`src/common/i3c_daa_consts.svh`:
```
`ifndef I3C_DAA_CONSTS_SVH
`define I3C_DAA_CONSTS_SVH

// Provisional ID as sent in ENTDAA
`define I3C_PID_W 48

// 48-bit ID followed by BCR and DCR
`define I3C_DEV_ID_W 64

`define I3C_BYTE_W 8
`define I3C_ADDR_W 7

// Must hold the value 64 itself
`define I3C_BIT_CNT_W 7

// Broadcast address
`define I3C_RSVD_ADDR 7'h7E

`endif

```
`src/common/i3c_daa_pkg.sv`:
```
`include "i3c_daa_consts.svh"

package i3c_daa_pkg;

  typedef logic [`I3C_PID_W-1:0] pid_t;
  typedef logic [`I3C_BYTE_W-1:0] char_t;
  typedef logic [`I3C_BYTE_W-1:0] byte_t;
  typedef logic [`I3C_ADDR_W-1:0] addr_t;
  typedef logic [`I3C_DEV_ID_W-1:0] dev_id_t;
  typedef logic [`I3C_BIT_CNT_W-1:0] bit_cnt_t;

  typedef enum logic [3:0] {
    Idle            = 4'h0,
    WaitStart       = 4'h1,
    ReceiveRsvdByte = 4'h2,
    AckRsvdByte     = 4'h3,
    SendNack        = 4'h4,
    SendID          = 4'h5,
    PrepareIDBit    = 4'h6,
    SendIDBit       = 4'h7,
    LostArbitration = 4'h8,
    ReceiveAddr     = 4'h9,
    AckAddr         = 4'ha,
    Done            = 4'hb,
    Error           = 4'hc
  } daa_state_e;

endpackage

```
`src/common/i3c_line_if.sv`:
```
interface i3c_line_if;

  logic scl_rise;
  logic scl_fall;
  logic sda;
  logic start_det;
  logic stop_det;

  modport mon (
    output scl_rise,
    output scl_fall,
    output sda,
    output start_det,
    output stop_det
  );

  modport eng (
    input scl_rise,
    input scl_fall,
    input sda
  );

  modport ctrl (
    input start_det,
    input stop_det
  );

endinterface

```
`src/common/i3c_xfer_if.sv`:
```
interface i3c_xfer_if;

  // Requests are levels, held until the matching done pulse
  logic                rx_req_byte;
  logic                tx_req_bit;
  logic                tx_value;

  i3c_daa_pkg::byte_t  rx_data;
  logic                rx_done;
  logic                tx_done;
  // Only meaningful while tx_done is high
  logic                arb_lost;

  modport ctrl (
    output rx_req_byte,
    output tx_req_bit,
    output tx_value,
    input  rx_data,
    input  rx_done,
    input  tx_done,
    input  arb_lost
  );

  modport eng (
    input  rx_req_byte,
    input  tx_req_bit,
    input  tx_value,
    output rx_data,
    output rx_done,
    output tx_done,
    output arb_lost
  );

endinterface

```
`src/rtl/bus_line_monitor.sv`:
```
module bus_line_monitor (
  input  logic       clk_i,
  input  logic       rst_ni,
  input  logic       scl_i,
  input  logic       sda_i,
  i3c_line_if.mon    line
);

  logic scl_q, scl_prev_q;
  logic sda_q, sda_prev_q;
  logic scl_rise_q, scl_fall_q;
  logic start_q, stop_q;

  always_ff @(posedge clk_i or negedge rst_ni) begin
    if (!rst_ni) begin
      // Bus idles with both lines pulled up
      scl_q      <= 1'b1;
      scl_prev_q <= 1'b1;
      sda_q      <= 1'b1;
      sda_prev_q <= 1'b1;
      scl_rise_q <= 1'b0;
      scl_fall_q <= 1'b0;
      start_q    <= 1'b0;
      stop_q     <= 1'b0;
    end else begin
      scl_q      <= scl_i;
      scl_prev_q <= scl_q;
      sda_q      <= sda_i;
      sda_prev_q <= sda_q;
      scl_rise_q <= scl_q & ~scl_prev_q;
      scl_fall_q <= ~scl_q & scl_prev_q;
      // SDA edge with SCL stable high
      start_q    <= scl_q & scl_prev_q & sda_prev_q & ~sda_q;
      stop_q     <= scl_q & scl_prev_q & ~sda_prev_q & sda_q;
    end
  end

  assign line.scl_rise  = scl_rise_q;
  assign line.scl_fall  = scl_fall_q;
  assign line.sda       = sda_q;
  assign line.start_det = start_q;
  assign line.stop_det  = stop_q;

  a_start_stop_excl: assert property (
    @(posedge clk_i) disable iff (!rst_ni) !(line.start_det && line.stop_det)
  );

endmodule

```
`src/rtl/bus_bit_engine.sv`:
```
module bus_bit_engine (
  input  logic       clk_i,
  input  logic       rst_ni,
  i3c_line_if.eng    line,
  i3c_xfer_if.eng    xfer,
  output logic       sda_oe_o
);

  i3c_daa_pkg::byte_t rx_shift_q;
  logic [2:0]         rx_cnt_q;
  logic               rx_done_q;

  logic               scl_low_q;
  logic               tx_active_q;
  logic               tx_sampled_q;
  logic               tx_val_q;
  logic               tx_done_q;
  logic               arb_lost_q;
  logic               sda_oe_q;
  logic               tx_load;

  // Tracks the SCL low phase after a fall
  always_ff @(posedge clk_i or negedge rst_ni) begin
    if (!rst_ni) begin
      scl_low_q <= 1'b0;
    end else if (line.scl_fall) begin
      scl_low_q <= 1'b1;
    end else if (line.scl_rise) begin
      scl_low_q <= 1'b0;
    end
  end

  // A request that arrives after the fall, still in the low phase, loads too,
  // so a bit chained right after tx_done is not one SCL period late
  assign tx_load = xfer.tx_req_bit & ~tx_active_q & ~tx_done_q
                 & (line.scl_fall | scl_low_q);

  always_ff @(posedge clk_i or negedge rst_ni) begin
    if (!rst_ni) begin
      rx_cnt_q  <= '0;
      rx_done_q <= 1'b0;
    end else begin
      rx_done_q <= 1'b0;
      if (!xfer.rx_req_byte) begin
        rx_cnt_q <= '0;
      end else if (line.scl_rise) begin
        rx_cnt_q  <= rx_cnt_q + 3'd1;
        rx_done_q <= (rx_cnt_q == 3'd7);
      end
    end
  end

  // MSB first
  always_ff @(posedge clk_i) begin
    if (xfer.rx_req_byte && line.scl_rise) begin
      rx_shift_q <= {rx_shift_q[6:0], line.sda};
    end
  end

  always_ff @(posedge clk_i or negedge rst_ni) begin
    if (!rst_ni) begin
      tx_active_q  <= 1'b0;
      tx_sampled_q <= 1'b0;
      tx_val_q     <= 1'b0;
      tx_done_q    <= 1'b0;
      arb_lost_q   <= 1'b0;
      sda_oe_q     <= 1'b0;
    end else begin
      tx_done_q <= 1'b0;
      if (tx_load) begin
        tx_active_q  <= 1'b1;
        tx_sampled_q <= 1'b0;
        tx_val_q     <= xfer.tx_value;
        sda_oe_q     <= ~xfer.tx_value;
        arb_lost_q   <= 1'b0;
      end else if (tx_active_q) begin
        if (line.scl_rise && !tx_sampled_q) begin
          tx_sampled_q <= 1'b1;
          // Released the line but someone else holds it low
          arb_lost_q   <= tx_val_q & ~line.sda;
        end else if (line.scl_fall && tx_sampled_q) begin
          tx_active_q <= 1'b0;
          sda_oe_q    <= 1'b0;
          tx_done_q   <= 1'b1;
        end
      end
    end
  end

  assign xfer.rx_data  = rx_shift_q;
  assign xfer.rx_done  = rx_done_q;
  assign xfer.tx_done  = tx_done_q;
  assign xfer.arb_lost = arb_lost_q;
  assign sda_oe_o      = sda_oe_q;

  a_req_excl: assert property (
    @(posedge clk_i) disable iff (!rst_ni) !(xfer.rx_req_byte && xfer.tx_req_bit)
  );

  // The controller holds its bit request for as long as SDA is pulled low
  a_oe_in_tx: assert property (
    @(posedge clk_i) disable iff (!rst_ni) sda_oe_o |-> xfer.tx_req_bit
  );

endmodule

```
`src/entdaa/ccc_entdaa.sv`:
```
`include "i3c_daa_consts.svh"

module ccc_entdaa (
  input  logic                clk_i,
  input  logic                rst_ni,

  input  i3c_daa_pkg::pid_t   id_i,
  input  i3c_daa_pkg::char_t  bcr_i,
  input  i3c_daa_pkg::char_t  dcr_i,

  input  logic                start_daa_i,
  output logic                done_daa_o,

  i3c_line_if.ctrl            line,
  i3c_xfer_if.ctrl            xfer,

  output i3c_daa_pkg::addr_t  address_o,
  output logic                address_valid_o
);

  i3c_daa_pkg::daa_state_e state_q, state_d;
  i3c_daa_pkg::bit_cnt_t   id_bit_cnt_q;
  i3c_daa_pkg::dev_id_t    device_id;

  logic load_id_cnt;
  logic tick_id_cnt;
  logic rsvd_byte_det;
  logic parity_ok;
  logic rx_req;
  logic tx_req;
  logic tx_val;

  assign device_id     = {id_i, bcr_i, dcr_i};
  // 7E with RnW set
  assign rsvd_byte_det = (xfer.rx_data == {`I3C_RSVD_ADDR, 1'b1});
  // Odd parity over address and parity bit
  assign parity_ok     = ^xfer.rx_data;
  assign done_daa_o    = (state_q == i3c_daa_pkg::Done);

  always_ff @(posedge clk_i or negedge rst_ni) begin
    if (!rst_ni) begin
      id_bit_cnt_q <= '0;
    end else if (load_id_cnt) begin
      id_bit_cnt_q <= i3c_daa_pkg::bit_cnt_t'(`I3C_DEV_ID_W);
    end else if (tick_id_cnt) begin
      id_bit_cnt_q <= id_bit_cnt_q - 1'b1;
    end
  end

  always_comb begin
    state_d = state_q;
    unique case (state_q)
      i3c_daa_pkg::Idle: begin
        if (start_daa_i) begin
          state_d = i3c_daa_pkg::WaitStart;
        end
      end
      i3c_daa_pkg::WaitStart: begin
        if (line.start_det) begin
          state_d = i3c_daa_pkg::ReceiveRsvdByte;
        end
      end
      i3c_daa_pkg::ReceiveRsvdByte: begin
        if (xfer.rx_done) begin
          state_d = rsvd_byte_det ? i3c_daa_pkg::AckRsvdByte : i3c_daa_pkg::SendNack;
        end
      end
      i3c_daa_pkg::AckRsvdByte: begin
        if (xfer.tx_done) begin
          state_d = i3c_daa_pkg::SendID;
        end
      end
      i3c_daa_pkg::SendNack: begin
        if (xfer.tx_done) begin
          state_d = i3c_daa_pkg::Error;
        end
      end
      i3c_daa_pkg::SendID: begin
        state_d = i3c_daa_pkg::PrepareIDBit;
      end
      i3c_daa_pkg::PrepareIDBit: begin
        if (id_bit_cnt_q != '0) begin
          state_d = i3c_daa_pkg::SendIDBit;
        end
      end
      i3c_daa_pkg::SendIDBit: begin
        if (xfer.tx_done) begin
          if (xfer.arb_lost) begin
            state_d = i3c_daa_pkg::LostArbitration;
          end else if (id_bit_cnt_q == '0) begin
            state_d = i3c_daa_pkg::ReceiveAddr;
          end else begin
            state_d = i3c_daa_pkg::PrepareIDBit;
          end
        end
      end
      i3c_daa_pkg::LostArbitration: begin
        state_d = i3c_daa_pkg::Error;
      end
      i3c_daa_pkg::ReceiveAddr: begin
        if (xfer.rx_done) begin
          state_d = parity_ok ? i3c_daa_pkg::AckAddr : i3c_daa_pkg::SendNack;
        end
      end
      i3c_daa_pkg::AckAddr: begin
        if (xfer.tx_done) begin
          state_d = i3c_daa_pkg::Done;
        end
      end
      i3c_daa_pkg::Done: begin
        state_d = i3c_daa_pkg::Idle;
      end
      default: begin
        // Error holds until STOP
        state_d = state_q;
      end
    endcase
  end

  always_comb begin
    rx_req          = 1'b0;
    tx_req          = 1'b0;
    tx_val          = 1'b0;
    load_id_cnt     = 1'b0;
    tick_id_cnt     = 1'b0;
    address_o       = '0;
    address_valid_o = 1'b0;
    unique case (state_q)
      i3c_daa_pkg::ReceiveRsvdByte: begin
        rx_req = 1'b1;
      end
      i3c_daa_pkg::AckRsvdByte: begin
        tx_req = 1'b1;
      end
      i3c_daa_pkg::SendNack: begin
        tx_req = 1'b1;
        tx_val = 1'b1;
      end
      i3c_daa_pkg::SendID: begin
        load_id_cnt = 1'b1;
      end
      i3c_daa_pkg::PrepareIDBit: begin
        tick_id_cnt = 1'b1;
      end
      i3c_daa_pkg::SendIDBit: begin
        // Counter already decremented, so 63 selects the MSB
        tx_req = 1'b1;
        tx_val = device_id[id_bit_cnt_q[5:0]];
      end
      i3c_daa_pkg::ReceiveAddr: begin
        rx_req = 1'b1;
        if (xfer.rx_done && parity_ok) begin
          address_valid_o = 1'b1;
          address_o       = xfer.rx_data[7:1];
        end
      end
      i3c_daa_pkg::AckAddr: begin
        tx_req = 1'b1;
      end
      default: begin
        rx_req = 1'b0;
      end
    endcase
  end

  assign xfer.rx_req_byte = rx_req;
  assign xfer.tx_req_bit  = tx_req;
  assign xfer.tx_value    = tx_val;

  always_ff @(posedge clk_i or negedge rst_ni) begin
    if (!rst_ni) begin
      state_q <= i3c_daa_pkg::Idle;
    end else if (line.stop_det) begin
      // STOP ends the procedure wherever it stands
      state_q <= i3c_daa_pkg::Done;
    end else begin
      state_q <= state_d;
    end
  end

  a_addr_valid_state: assert property (
    @(posedge clk_i) disable iff (!rst_ni)
    address_valid_o |-> (state_q == i3c_daa_pkg::ReceiveAddr) && xfer.rx_done
  );

endmodule

```
`src/rtl/i3c_daa_top.sv`:
```
module i3c_daa_top (
  input  logic                clk_i,
  input  logic                rst_ni,

  input  logic                scl_i,
  input  logic                sda_i,

  input  i3c_daa_pkg::pid_t   id_i,
  input  i3c_daa_pkg::char_t  bcr_i,
  input  i3c_daa_pkg::char_t  dcr_i,

  input  logic                start_daa_i,
  output logic                done_daa_o,

  // Open-drain pull-down enable for SDA
  output logic                sda_oe_o,

  output i3c_daa_pkg::addr_t  address_o,
  output logic                address_valid_o
);

  i3c_line_if line_bus ();
  i3c_xfer_if xfer_bus ();

  bus_line_monitor u_monitor (
    .clk_i  (clk_i),
    .rst_ni (rst_ni),
    .scl_i  (scl_i),
    .sda_i  (sda_i),
    .line   (line_bus.mon)
  );

  bus_bit_engine u_bit_engine (
    .clk_i    (clk_i),
    .rst_ni   (rst_ni),
    .line     (line_bus.eng),
    .xfer     (xfer_bus.eng),
    .sda_oe_o (sda_oe_o)
  );

  ccc_entdaa u_entdaa (
    .clk_i           (clk_i),
    .rst_ni          (rst_ni),
    .id_i            (id_i),
    .bcr_i           (bcr_i),
    .dcr_i           (dcr_i),
    .start_daa_i     (start_daa_i),
    .done_daa_o      (done_daa_o),
    .line            (line_bus.ctrl),
    .xfer            (xfer_bus.ctrl),
    .address_o       (address_o),
    .address_valid_o (address_valid_o)
  );

endmodule

```
`config.mk`:
```
export PLATFORM = sky130hd
export DESIGN_NAME = i3c_daa_top
export DESIGN_NICKNAME = d
export VERILOG_FILES = /design/src/common/i3c_daa_pkg.sv /design/src/common/i3c_line_if.sv /design/src/common/i3c_xfer_if.sv /design/src/rtl/bus_line_monitor.sv /design/src/rtl/bus_bit_engine.sv /design/src/entdaa/ccc_entdaa.sv /design/src/rtl/i3c_daa_top.sv
export VERILOG_INCLUDE_DIRS = /design/src /design/src/common
export SDC_FILE = /design/constraint.sdc
export NUM_CORES = 1
export LEC_CHECK = 0
export BUFFER_PORTS_ARGS = -buffer_cell sky130_fd_sc_hd__buf_2
export CORE_MARGIN = 3
export CORE_UTILIZATION = 45
export CTS_CLUSTER_SIZE = 8
export DETAILED_ROUTE_END_ITERATION = 10
export PLACE_DENSITY = 0.78
export SYNTH_ARGS = -nofsm -noshare
export SYNTH_HDL_FRONTEND = slang
export SYNTH_SLANG_ARGS = --single-unit
```
`constraint.sdc`:
```
create_clock -name clk_i -period 1.8 [get_ports clk_i]
set_input_delay 0 -clock clk_i [delete_from_list [all_inputs] [get_ports clk_i]]
set_output_delay 0 -clock clk_i [all_outputs]
set_load 0.05 [all_outputs]
```
After elaboration in Yosys (flattened, before gate mapping)
Index checks and enable logic that the tools add are counted.
Widths: inputs -> output; s select.
{ "op_classes": {"div_mod_pow": 0, "addsub": 2, "n_reduce_logical": 20, "bitwise": 19, "muxes": 52, "magnitude_cmp": 1, "n_mul": 0, "shift": 0, "n_eq_ne": 24} }
{ "op_table": {"columns": ["cell", "n"], "rows": [
  ["$mux 4", 13],
  ["$pmux 4 s12", 1],
  ["$mux 1", 29],
  ["$mux 7", 4],
  ["$ne 3x3->1 const B", 8],
  ["$eq 4x3->1 const B", 4],
  ["$eq 4x4->1 const B", 4],
  ["$reduce_bool 13->1", 1],
  ["$and 1x1->1", 11],
  ["$reduce_and 10->1", 1],
  ["$reduce_bool 2->1", 5],
  ["$mux 3", 3],
  ["$eq 4x2->1 const B", 2],
  ["$eq 8x8->1 const B", 1],
  ["$reduce_xor 8->1", 1],
  ["$logic_not 7->1", 1],
  ["$lt 6x7->1 const B", 1],
  ["$not 1->1", 7],
  ["$reduce_bool 7->1", 1],
  ["$sub 7x1->7 const B", 1],
  ["$bmux 1 s6", 1],
  ["$eq 4x1->1 const B", 1],
  ["$logic_and 1x1->1", 4],
  ["$logic_not 4->1", 1],
  ["other kinds (12)", 12]
]} }
{ "totals": {"mem_count": 0, "romBits": 0, "ff_bits": 38, "input_bits": 69, "elab_cells": 138, "ram_bits": 0, "latchBits": 0} }

Logic depth before layout (Yosys ltp)
Gate-level depths: netlist (run 1).
{ "logic_depth": {"ltp_word": 8, "ltp_mapped": 9, "depth_no_buf": 8} }

Hierarchy
A second synthesis (run 1) with hierarchy kept.
{ "hier_totals": {"hier_cells": 252, "hier_area_um2": 2671.3} }
{ "modules_own_cells": {"columns": ["mod", "area_per_inst_um2", "n_inst", "cells_each"], "rows": [
  ["ccc_entdaa", 1710.4, 1, 193],
  ["bus_bit_engine", 723.2, 1, 47],
  ["bus_line_monitor", 237.7, 1, 12]
]} }

Worst setup path after synthesis (run 1)
OpenSTA, ideal clock, no wires.
{ "synth_path": {"path_type": "register to output", "startpoint": "register u_bit_engine.rx_shift_q[6] (netlist: u_bit_engine.xfer.rx_data[6])", "endpoint": "output address_o[0]", "path_slack_ns": -0.725, "path_stages_with_launch": 7, "t_arrival_ns": 2.525, "n_path_buf": 0, "required_time_ns": 1.800, "path_cell_list": "edfxtp_1 -> ha_1 -> xnor2_1 -> xnor2_1 -> nand4_1 -> nor2_1 -> and2_1"} }
{ "synth_via": {"elab_chain_cells": 4} }
{ "synth_lines": {"columns": ["element", "line_no", "source"], "rows": [
  ["from (decl)", "bus_bit_engine.sv:9", "i3c_daa_pkg::byte_t rx_shift_q;"],
  ["from (signal assigned)", "bus_bit_engine.sv:56", "rx_shift_q <= {rx_shift_q[6:0], line.sda};"],
  ["$reduce_xor 8->1", "ccc_entdaa.sv:37", "assign parity_ok = ^xfer.rx_data;"],
  ["$logic_and 1x1->1", "ccc_entdaa.sv:152", "if (xfer.rx_done && parity_ok) begin"],
  ["$mux 7", "ccc_entdaa.sv:152", null],
  ["$mux 7", "ccc_entdaa.sv:128", "unique case (state_q)"],
  ["to (decl)", "i3c_daa_top.sv:18", "output i3c_daa_pkg::addr_t address_o,"]
]} }
Every way passes these cells.

Final worst setup path (run 1)
{ "layout_path": {"startpoint": "register u_bit_engine.rx_shift_q[6] (netlist: u_bit_engine.xfer.rx_data[6])", "endpoint": "output address_o[1]"} }
The elaborated chain is that of the path after synthesis.

==> flow_summary_export.csv, run 1 <==
group,metric,value,unit
timing,worst_pin_slew,0.675,ns
logic_synthesis,synth.yosys.seq_area_share,0.382,
cts,cts_inserted_buffers,5,
cts,root_buffer,"clkbuf_8",
final_layout,area_growth_syn_to_layout,52.8,%
logic_synthesis,synth_warnings,0,
logic_synthesis,syn_area_per_cell,10.7,sq um
pwr,p_leak,1.74,nW
cts,clk_latency,0.29,ns
placement,pre_cts_slack,-0.177,ns
routing,drc,0,
cts,clk_pin_slew,0.08,ns
final_layout,fillers,386,
setup_path,path_cells,"ha_4, xnor2_2, xnor2_2, nand4_1, nor2_4, and2_4, buf_8",
placement,hpwl,5150,um
logic_synthesis,netlist_area,2610,sq um
pwr,power,5.64,mW
setup_path,critPathKind,"reg -> out",
die,initial_core_util,0.468,
setup_path,crit_arrival,2.13,ns
pwr,p_seq_frac,0.239,
timing,fin_crit_sh,1.18,
logic_synthesis,yosysTopAreaCell,"dfrtp_1",
global_routing,track_usage,0.231,
placement,gp_congestion,0.872,
setup_path,startpoint,"u_bit_engine.xfer.rx_data[6]$_DFFE_PP_",
pwr,combPwrFrac,0.658,
flow_run,drv_cap,0,
setup_path,worst_r2r_path_depth,8,
cts,cts.path.max_buffers,2,
logic_synthesis,synthArstFlopShare,0.789,
global_routing,grt_max_degree,31,
cts,cts_tree,"done",
logic_synthesis,syn_inst,244,
global_routing,grt_pass1_wl,11800,um
status,violations,"setup timing",
logic_synthesis,synth_cell_types,61,
placement,io_buffers,78,
setup_path,worst_r2r_endpoint,"u_bit_engine.tx_val_q$_DFFE_PN0N_",
setup_path,cp-start-kind,"flop",
logic_synthesis,synth_seq_cells,38,
die,dieArea,6740,sq um
die,die_height,82.1,um
cts,htree_levels,2,
logic_synthesis,synthFlopType,"dfrtp_1",
timing,slew_violations,0,
logic_synthesis,ys_top_cells_by_area,"dfrtp_1 (25%), edfxtp_1 (9.2%), mux4_2 (6.0%), dfstp_2 (4.0%), mux4_1 (4.0%)",
final_layout,post_route_cells_drive_above_1_share,0.577,
final_layout,nNetsFinal,453,
setup_path,critPathRequiredTime,1.80,ns
timing,slew_headroom,0.550,
timing,finClkSkew,0.00780,ns
pwr,ir_drop,0.838,mV
routing,vias,2689,
setup_path,crit_family,"simple AND/OR/NAND/NOR gates",
pwr,internal-power,3.21,mW
setup_path,critPathBufInv,1,
pwr,clkPwrFrac,0.103,
final_layout,num_antenna_cells,0,
timing,fmax,470,MHz
setup_path,crit_path_top_delay_cell,"edfxtp_1",
global_routing,gr-total-overflow,0,
timing,final-hold-violation-count,0,
routing,viasPerCell,5.98,
die,top_level_ports,79,
setup_path,critPathMostFrequentCell,"xnor2_2",
die,row_count,27,
setup_path,reg2reg_slack,-0.16,ns
setup_path,end_kind,"output pin",
logic_synthesis,yosysTopAreaCellShare,0.250,
final_layout,layout.cells.non_filler,450,
timing,rsz0062_at_grt,"yes",
timing,period_needed,2.13,ns
timing,setup_ws,-0.328,ns
die,fp.dieW,82.1,um
status,status,"finished, violations left",
cts,clock-sinks,38,
timing,tns,-3.11,ns
routing,wirelength,8430,um
pwr,p_sw,2.43,mW
die,core_area,5570,sq um
final_layout,final_core_util,0.715,
setup_path,critPathCapture,"address_o[1]",
routing,ant_nets,0,
placement,placedCellCount,419,
routing,firstDrtPassIters,5,
routing,first_iter_violations,279,
logic_synthesis,synth_fp_nets,320,
pwr,switching_share,0.430,
setup_path,crit_cells,7,
pwr,power.density,1420,nW/um^2
setup_path,r2r_start,"u_entdaa.id_bit_cnt_q[1]$_DFFE_PN0P_",
setup_path,crit_fanout,8,
global_routing,antenna_found_initial,0,
min_path,min_path_type,"in -> async",
logic_synthesis,synth_edf_count,8,
global_routing,grt_pass1_vias,2583,
timing,finalSetupViolations,14,
setup_path,slowest_delay,0.43,ns
routing,wl_per_cell,18.7,um
routing by layer:
layer | global-route usage | vias to the layer above | part of all wire
li1 | - | 1196 | -
met1 | 0.283 | 1318 | 0.37
met2 | 0.410 | 130 | 0.53
met3 | 0.0358 | 45 | 0.056
met4 | 0.0847 | 0 | 0.044
met5 | 0 | - | 0
through the flow:
stage / cell area [sq um] / hold slack [ns]
3_5_place_dp: 3350 / 0.0842
4_1_cts: 3730 / 0.325
3_3_place_gp: 3350 / 0.0712
6_report: 3990 / 0.277
5_1_grt: 3990 / 0.333
2_1_floorplan: 2640 / -0.296
cells in the mapped netlist, types with 2 or more instances:
cell type / instances
a21oi_1: 9
mux2i_1: 6
a221oi_1: 2
mux2_2: 7
xnor2_1: 5
nand2b_1: 2
a211o_1: 2
a2111oi_2: 2
a211oi_1: 3
ha_1: 7
nor3_1: 3
nor3b_1: 3
o32ai_1: 2
nand3_1: 15
dfrtp_1: 26
mux4_2: 7
a31oi_1: 4
buf_2: 6
buf_4: 2
edfxtp_1: 8
mux4_1: 4
and3_1: 2
inv_2: 2
a22oi_1: 2
buf_6: 3
a221oi_2: 2
nand4_1: 3
mux2_1: 3
and2_1: 8
o31ai_1: 2
clkbuf_1: 4
o21ai_0: 10
inv_1: 11
nand2_1: 13
o41ai_1: 2
nor2_1: 19
dfstp_2: 4
nor2b_1: 6
cell usage in the layout, fill, tap and decap left out, drive strengths merged, types with 10 or more instances in the layout:
cell	instances
nor2	19
buf	138
mux4	11
nand3	15
nand2	13
mux2	10
inv	14
dfrtp	26
a21oi	10
o21ai	11
flip-flops by register name (all words and copies together) (netlist names):
signal / cells
u_bit_engine.xfer.rx_data: 8
u_bit_engine.xfer.tx_done: 1
u_monitor.line.sda: 1
u_bit_engine.rx_cnt_q: 3
u_bit_engine.scl_low_q: 1
u_bit_engine.tx_sampled_q: 1
u_bit_engine.tx_active_q: 1
u_entdaa.state_q: 4
u_monitor.sda_prev_q: 1
u_bit_engine.sda_oe_o: 1
u_bit_engine.xfer.rx_done: 1
u_monitor.line.start_det: 1
u_monitor.line.scl_rise: 1
u_bit_engine.xfer.arb_lost: 1
u_monitor.line.scl_fall: 1
u_bit_engine.tx_val_q: 1
u_entdaa.id_bit_cnt_q: 7
u_monitor.scl_prev_q: 1
u_monitor.line.stop_det: 1
u_monitor.scl_q: 1
area by class of cell:
class,instances,area [sq um],area share
clock buffers,5,68.8,0.0173
well taps,72,90.1,0.0226
repair buffers,141,1000,0.251
flip-flops and latches,38,1000,0.251
clock inverters,3,15.0,0.00377
multi-input cells,178,1760,0.441
inverters,13,51.3,0.0129
worst register-to-register path, stage by stage, from the launching register on:
cell and delay [ns]:
dfrtp_1 0.43, buf_6 0.14, mux2_4 0.28, a222oi_1 0.37
buf_4 0.18, a31oi_1 0.08, nand3_1 0.12, a21oi_2 0.09
o22a_1 0.16
power groups by stage:
stage | logic [mW] | clock network (mW) | registers [mW]
2_1_floorplan | 1.93 | 0 | 1.24
3_3_place_gp | 2.65 | 0 | 1.31
3_5_place_dp | 2.72 | 0 | 1.32
4_1_cts | 3.05 | 0.585 | 1.31
5_1_grt | 3.97 | 0.617 | 1.37
6_report | 3.71 | 0.580 | 1.35
worst min-delay path by stage:
stage                                                  end  slack [ns]  depth (start not counted)
floorplan             u_bit_engine.rx_cnt_q[0]$_DFFE_PN0P_       -0.30                          0
finish                u_entdaa.id_bit_cnt_q[2]$_DFFE_PN0P_        0.28                          2
global placement           u_entdaa.state_q[1]$_DFFE_PN0P_        0.07                          1
global route          u_entdaa.id_bit_cnt_q[2]$_DFFE_PN0P_        0.33                          2
CTS                 u_bit_engine.xfer.arb_lost$_DFFE_PN0P_        0.32                          2
detailed placement         u_entdaa.state_q[1]$_DFFE_PN0P_        0.08                          1
kinds of logic (layout without fill, tap and decap cells):
| group | after synthesis | in the layout | synth area share |
|---|---|---|---|
| adder cells (fa/ha/maj) | 7 | 7 | 0.0336 |
| buffers and inverters | 28 | 162 | 0.0547 |
| XOR/XNOR | 5 | 5 | 0.0168 |
| multiplexers | 27 | 27 | 0.167 |
| AO/OA/AOI/OAI | 55 | 55 | 0.163 |
| flip-flops | 38 | 38 | 0.382 |
| AND/OR/NAND/NOR | 84 | 84 | 0.183 |
what timing repair did:
action                                  CTS  global route
endpoints found under the setup margin   14            24
buffers inserted                         11            10
gates resized for setup                  41            37
hold buffers                              3             0
endpoints found under the hold margin    28             0
pin swaps                                22            23
No activity file was read; power rests on OpenSTA's default activity.
==> inputs of run 2 (changes only) <==
BUFFER_PORTS_ARGS = -buffer_cell sky130_fd_sc_hd__buf_4   (was -buffer_cell sky130_fd_sc_hd__buf_2)
CAP_MARGIN = 20   (was unset)
SETUP_SLACK_MARGIN = 0.4   (was unset)
==> run 2 against run 1 <==
Compared with the run above: die area unchanged; largest power group unchanged; first-iteration DRC count increased by 62%; clock skew increased by 0.0067 ns; highest routed layer unchanged; global-route usage rose by 8.0 points; the run still ends with setup timing left.
==> flow_summary_export.csv, run 2 (synthesized netlist as in run 1, its figures left out) <==
group,metric,value,unit
status,status,"finished, violations left",
status,violations,"setup timing",
setup_path,critPathBufInv,1,
timing,period_needed,2.24,ns
setup_path,critPathRequiredTime,1.95,ns
pwr,p_seq_frac,0.190,
cts,cts_tree,"done",
cts,clk_latency,0.30,ns
routing,first_iter_violations,453,
setup_path,cp-start-kind,"flop",
global_routing,gr-total-overflow,0,
die,dieArea,6740,sq um
setup_path,worst_r2r_endpoint,"u_entdaa.state_q[1]$_DFFE_PN0P_",
pwr,p_sw,3.35,mW
setup_path,r2r_start,"u_bit_engine.xfer.rx_data[4]$_DFFE_PP_",
setup_path,reg2reg_slack,-0.44,ns
timing,setup_ws,-0.444,ns
setup_path,path_cells,"ha_1, xnor2_2, xnor2_2, buf_4, a21oi_2, o21ai_1, a2111oi_4, a21oi_1",
placement,placed_area,3650,sq um
placement,pre_cts_slack,-0.166,ns
final_layout,final_cell_mix,"buf_4 (120), buf_6 (30), dfrtp_1 (21)",
routing,wirelength,13000,um
timing,finClkSkew,0.0145,ns
timing,final-hold-violation-count,0,
timing,slew_headroom,0.633,
cts,cts.path.max_buffers,2,
min_path,min_path_type,"in -> async",
routing,firstDrtPassIters,6,
pwr,p_leak,2.01,nW
final_layout,layout_commonest_cell,"buf_4",
global_routing,track_usage,0.311,
cts,cts_inserted_buffers,5,
cts,clock-sinks,38,
setup_path,end_kind,"flop",
placement,hpwl,5500,um
final_layout,largest_reg_flops,8,
setup_path,slowest_delay,0.42,ns
die,row_count,27,
setup_path,crit_arrival,2.40,ns
cts,htree_levels,2,
global_routing,grt_pass1_wl,15400,um
timing,fmax,446,MHz
timing,tns,-4.78,ns
die,core_area,5570,sq um
final_layout,post_route_cells_drive_above_1_share,0.681,
setup_path,crit_fanout,2,
timing,rsz0062_at_grt,"yes",
final_layout,area_growth_syn_to_layout,81.0,%
setup_path,worst_r2r_path_depth,8,
routing,vias,3098,
placement,placedCellCount,419,
routing,ant_nets,0,
final_layout,fillers,256,
setup_path,critPathMostFrequentCell,"xnor2_2",
final_layout,num_antenna_cells,0,
pwr,combPwrFrac,0.727,
pwr,clkPwrFrac,0.082,
pwr,ir_drop,0.982,mV
setup_path,crit_family,"compound AO/OA/AOI/OAI gates",
die,initial_core_util,0.468,
timing,finalSetupViolations,14,
pwr,internal-power,3.98,mW
routing,drc,0,
final_layout,layout.cells.non_filler,477,
global_routing,grt_pass1_vias,3025,
timing,slew_violations,0,
cts,root_buffer,"clkbuf_8",
global_routing,antenna_found_initial,0,
global_routing,grt_max_degree,31,
final_layout,final_area,4720,sq um
die,fp.dieW,82.1,um
placement,gp_congestion,0.914,
final_layout,nNetsFinal,480,
timing,fin_worst_hold_slack,0.150,ns
routing,viasPerCell,6.49,
placement,io_buffers,78,
die,top_level_ports,79,
pwr,switching_share,0.457,
flow_run,drv_cap,0,
timing,fin_crit_sh,1.25,
routing,wl_per_cell,27.2,um
pwr,power.density,1550,nW/um^2
timing,worst_pin_slew,0.546,ns
setup_path,critPathKind,"reg -> reg",
die,die_height,82.1,um
setup_path,crit_path_top_delay_cell,"edfxtp_1",
cts,clk_pin_slew,0.09,ns
==> run 2: changes by cell type in the layout (fill, tap and decap cells not counted), sizes merged <==
cell,change
clkinvlp,+1
buf,+26
inv,-1
nor2,+1
==> run 2: stage by stage <==
stage | utilization | power (mW)
floorplan | - | 3.39
global placement | 0.654 | 4.30
detailed placement | 0.654 | 4.38
CTS | 0.787 | 5.96
global route | 0.846 | 7.57
finish | 0.846 | 7.33
==> run 2: worst max-delay path by stage <==
stage	startpoint	to	cells after the start
after floorplan	u_bit_engine.xfer.rx_data[6]$_DFFE_PP_	address_o[0]	6
final	u_bit_engine.xfer.rx_data[4]$_DFFE_PP_	u_entdaa.state_q[1]$_DFFE_PN0P_	8
after detailed placement	u_bit_engine.xfer.rx_data[2]$_DFFE_PP_	address_o[1]	7
after CTS	u_bit_engine.xfer.rx_data[5]$_DFFE_PP_	address_o[6]	7
after global placement	u_entdaa.id_bit_cnt_q[1]$_DFFE_PN0P_	u_bit_engine.tx_val_q$_DFFE_PN0N_	7
after global routing	u_bit_engine.xfer.rx_data[4]$_DFFE_PP_	u_entdaa.state_q[1]$_DFFE_PN0P_	8
==> run 2: cell type report <==
cell class	count	area, sq um	area share
sequential	38	1000	0.212
clock inverter	3	16.3	0.00345
inverter	13	58.8	0.0125
tap	72	90.1	0.0191
clock buffer	5	68.8	0.0146
timing repair buffer	167	1500	0.318
multi-input combinational	179	1980	0.420
==> run 2: metal layers <==
layer	up-vias	part of all wire	track usage
met4	0	0.080	0.178
li1	1249	-	-
met5	-	0	0
met1	1495	0.34	0.352
met3	102	0.094	0.0607
met2	252	0.48	0.545
==> run 2: what timing repair did <==
| item | CTS | global route |
|---|---|---|
| endpoints found under the hold margin | 32 | 0 |
| hold buffers | 3 | 0 |
| setup buffers | 32 | 14 |
| setup endpoints to repair | 33 | 36 |
| pin swaps | 40 | 27 |
| resized for setup | 86 | 44 |
| cloned | 1 | 0 |
==> run 2: worst reg2reg max path, delay by kind of cell (launching register included) <==
family,cells,cell delay (ns)
AO/OA/AOI/OAI,4,0.84
flip-flops,1,0.42
adder cells (fa/ha/maj),1,0.35
XOR/XNOR,2,0.32
buffers and inverters,1,0.16
==> run 2: power groups by stage <==
stage,clock network [mW],registers [mW],logic (mW)
floorplan,0,1.24,2.15
global placement,0,1.32,2.97
detailed placement,0,1.33,3.05
CTS,0.583,1.31,4.07
global route,0.646,1.40,5.52
finish,0.603,1.40,5.33
==> inputs of run 3 (changes only) <==
BUFFER_PORTS_ARGS = unset   (was -buffer_cell sky130_fd_sc_hd__buf_4)
DONT_BUFFER_PORTS = 1   (was unset)
PLACE_DENSITY = 0.66   (was 0.78)
==> run 3 against run 2 <==
Compared with the run above: the run still ends with setup timing left; clock-buffer cell count unchanged; via count decreased by 26%; clock skew decreased by 0.010 ns; sequential power decreased by 3%; combinational power decreased by 26%; final cell count decreased by 20%; highest routed layer unchanged.
==> flow_summary_export.csv, run 3 (synthesized netlist as in run 1, its figures left out) <==
group,metric,value,unit
routing,wirelength,6960,um
die,fp.dieW,82.1,um
timing,slew_headroom,0.725,
global_routing,grt_max_degree,31,
timing,worst_pin_slew,0.409,ns
setup_path,crit_fanout,8,
routing,vias,2293,
timing,slew_violations,0,
setup_path,critPathBufInv,0,
cts,clock-sinks,38,
die,core_area,5570,sq um
setup_path,critPathRequiredTime,1.80,ns
cts,clk_pin_slew,0.08,ns
status,status,"finished, violations left",
setup_path,path_cells,"ha_1, xnor2_1, xnor2_1, nand4_1, nor2_4, and2_4",
timing,finalSetupViolations,13,
placement,io_buffers,0,
setup_path,crit_path_top_delay_cell,"edfxtp_1",
routing,viasPerCell,6.03,
routing,first_iter_violations,141,
cts,cts_tree,"done",
final_layout,final_cell_mix,"buf_4 (38), buf_6 (26), dfrtp_1 (19)",
setup_path,worst_r2r_path_depth,8,
setup_path,crit_arrival,2.03,ns
die,row_count,27,
setup_path,slowest_delay,0.39,ns
setup_path,critPathMostFrequentCell,"xnor2_1",
die,top_level_ports,79,
cts,clk_latency,0.29,ns
status,violations,"setup timing",
setup_path,crit_family,"simple AND/OR/NAND/NOR gates",
timing,finClkSkew,0.00441,ns
setup_path,critPathKind,"reg -> out",
placement,gp_congestion,0.934,
placement,pre_cts_slack,-0.0799,ns
timing,final-hold-violation-count,0,
global_routing,track_usage,0.209,
final_layout,layout_commonest_cell,"buf_4",
min_path,min_path_type,"in -> async",
die,dieArea,6740,sq um
pwr,p_leak,1.50,nW
routing,ant_nets,0,
setup_path,end_kind,"output pin",
timing,setup_ws,-0.226,ns
timing,tns,-2.08,ns
die,initial_core_util,0.468,
pwr,ir_drop,0.801,mV
final_layout,num_antenna_cells,0,
setup_path,cp-start-kind,"flop",
routing,drc,0,
global_routing,gr-total-overflow,0,
flow_run,drv_cap,0,
timing,rsz0062_at_grt,"yes",
timing,fin_crit_sh,1.13,
global_routing,antenna_found_initial,0,
global_routing,grt_pass1_vias,2282,
final_layout,final_core_util,0.680,
final_layout,nNetsFinal,383,
final_layout,area_growth_syn_to_layout,45.4,%
final_layout,post_route_cells_drive_above_1_share,0.562,
cts,htree_levels,2,
timing,fmax,494,MHz
setup_path,reg2reg_slack,-0.11,ns
final_layout,largest_reg_flops,8,
routing,firstDrtPassIters,4,
global_routing,grt_pass1_wl,10700,um
placement,hpwl,4650,um
pwr,power.density,1590,nW/um^2
cts,cts.path.max_buffers,2,
routing,wl_per_cell,18.3,um
cts,root_buffer,"clkbuf_8",
cts,cts_inserted_buffers,5,
timing,period_needed,2.03,ns
setup_path,crit_cells,6,
die,die_height,82.1,um
run 3: cell types whose count changed in the layout (fill, tap and decap cells not counted), moves of 2 or more:
| cell | before | now |
|---|---|---|
| xnor2_1 | 1 | 3 |
| nand3_2 | 5 | 3 |
| o21ai_0 | 4 | 6 |
| o21ai_2 | 3 | 0 |
| dfrtp_2 | 5 | 7 |
| nand3_1 | 7 | 10 |
| buf_4 | 120 | 38 |
| nand2_8 | 2 | 0 |
| dfrtp_1 | 21 | 19 |
| buf_8 | 10 | 0 |
| buf_6 | 30 | 26 |
run 3: power by group:
part | total [mW] | internal (mW) | switching, mW
Combinational | 3.94 | 2.05 | 1.89
Sequential | 1.36 | 1.08 | 0.275
Clock | 0.720 | 0.408 | 0.312
Total | 6.02 | 3.54 | 2.48
run 3: metal layers:
| layer | vias up | GRT usage | routed length (um) |
|---|---|---|---|
| li1 | 1056 | - | - |
| met1 | 1146 | 0.286 | 2950 |
| met2 | 79 | 0.327 | 3520 |
| met3 | 12 | 0.0466 | 388 |
| met4 | 0 | 0.0731 | 96 |
| met5 | - | 0 | 0 |
run 3: area by class of cell:
class                           count  area, sq um
Clock buffer                        5         68.8
Clock inverter                      3         40.0
Fill cell                         407         1780
Inverter                           13         53.8
Multi-Input combinational cell    179         1870
Sequential cell                    38         1000
Tap cell                           72         90.1
Timing Repair Buffer               70          668
run 3: final timing paths:
path                                                             start                              endpoint
worst min register to register               u_monitor.scl_q$_DFF_PN1_        u_monitor.scl_prev_q$_DFF_PN1_
worst max-delay path            u_bit_engine.xfer.rx_data[4]$_DFFE_PP_                          address_o[0]
max in group asynchronous                                       rst_ni        u_monitor.sda_prev_q$_DFF_PN1_
worst max register to register    u_entdaa.id_bit_cnt_q[1]$_DFFE_PN0P_     u_bit_engine.tx_val_q$_DFFE_PN0N_
worst min-delay path                                            rst_ni  u_entdaa.id_bit_cnt_q[6]$_DFFE_PN0P_
min in group clk_i                                               scl_i             u_monitor.scl_q$_DFF_PN1_
run 3: what timing repair did:
action / in CTS / in global routing
setup endpoints to repair: 33 / 36
gates cloned: 1 / 0
endpoints found under the hold margin: 32 / 0
resized for setup: 44 / 45
pin swaps: 28 / 21
hold buffers: 4 / 0
buffers inserted: 11 / 12
run 3: per-stage QoR:
step	instance area, sq um	hold WS (ns)	total power, mW	instances
floorplan	2750	-0.296	3.39	244
global placement	3060	-0.295	4.08	344
detailed placement	3060	-0.295	4.13	344
CTS	3480	0.149	5.40	368
global route	3790	0.153	6.39	380
finish	3790	0.137	6.02	380
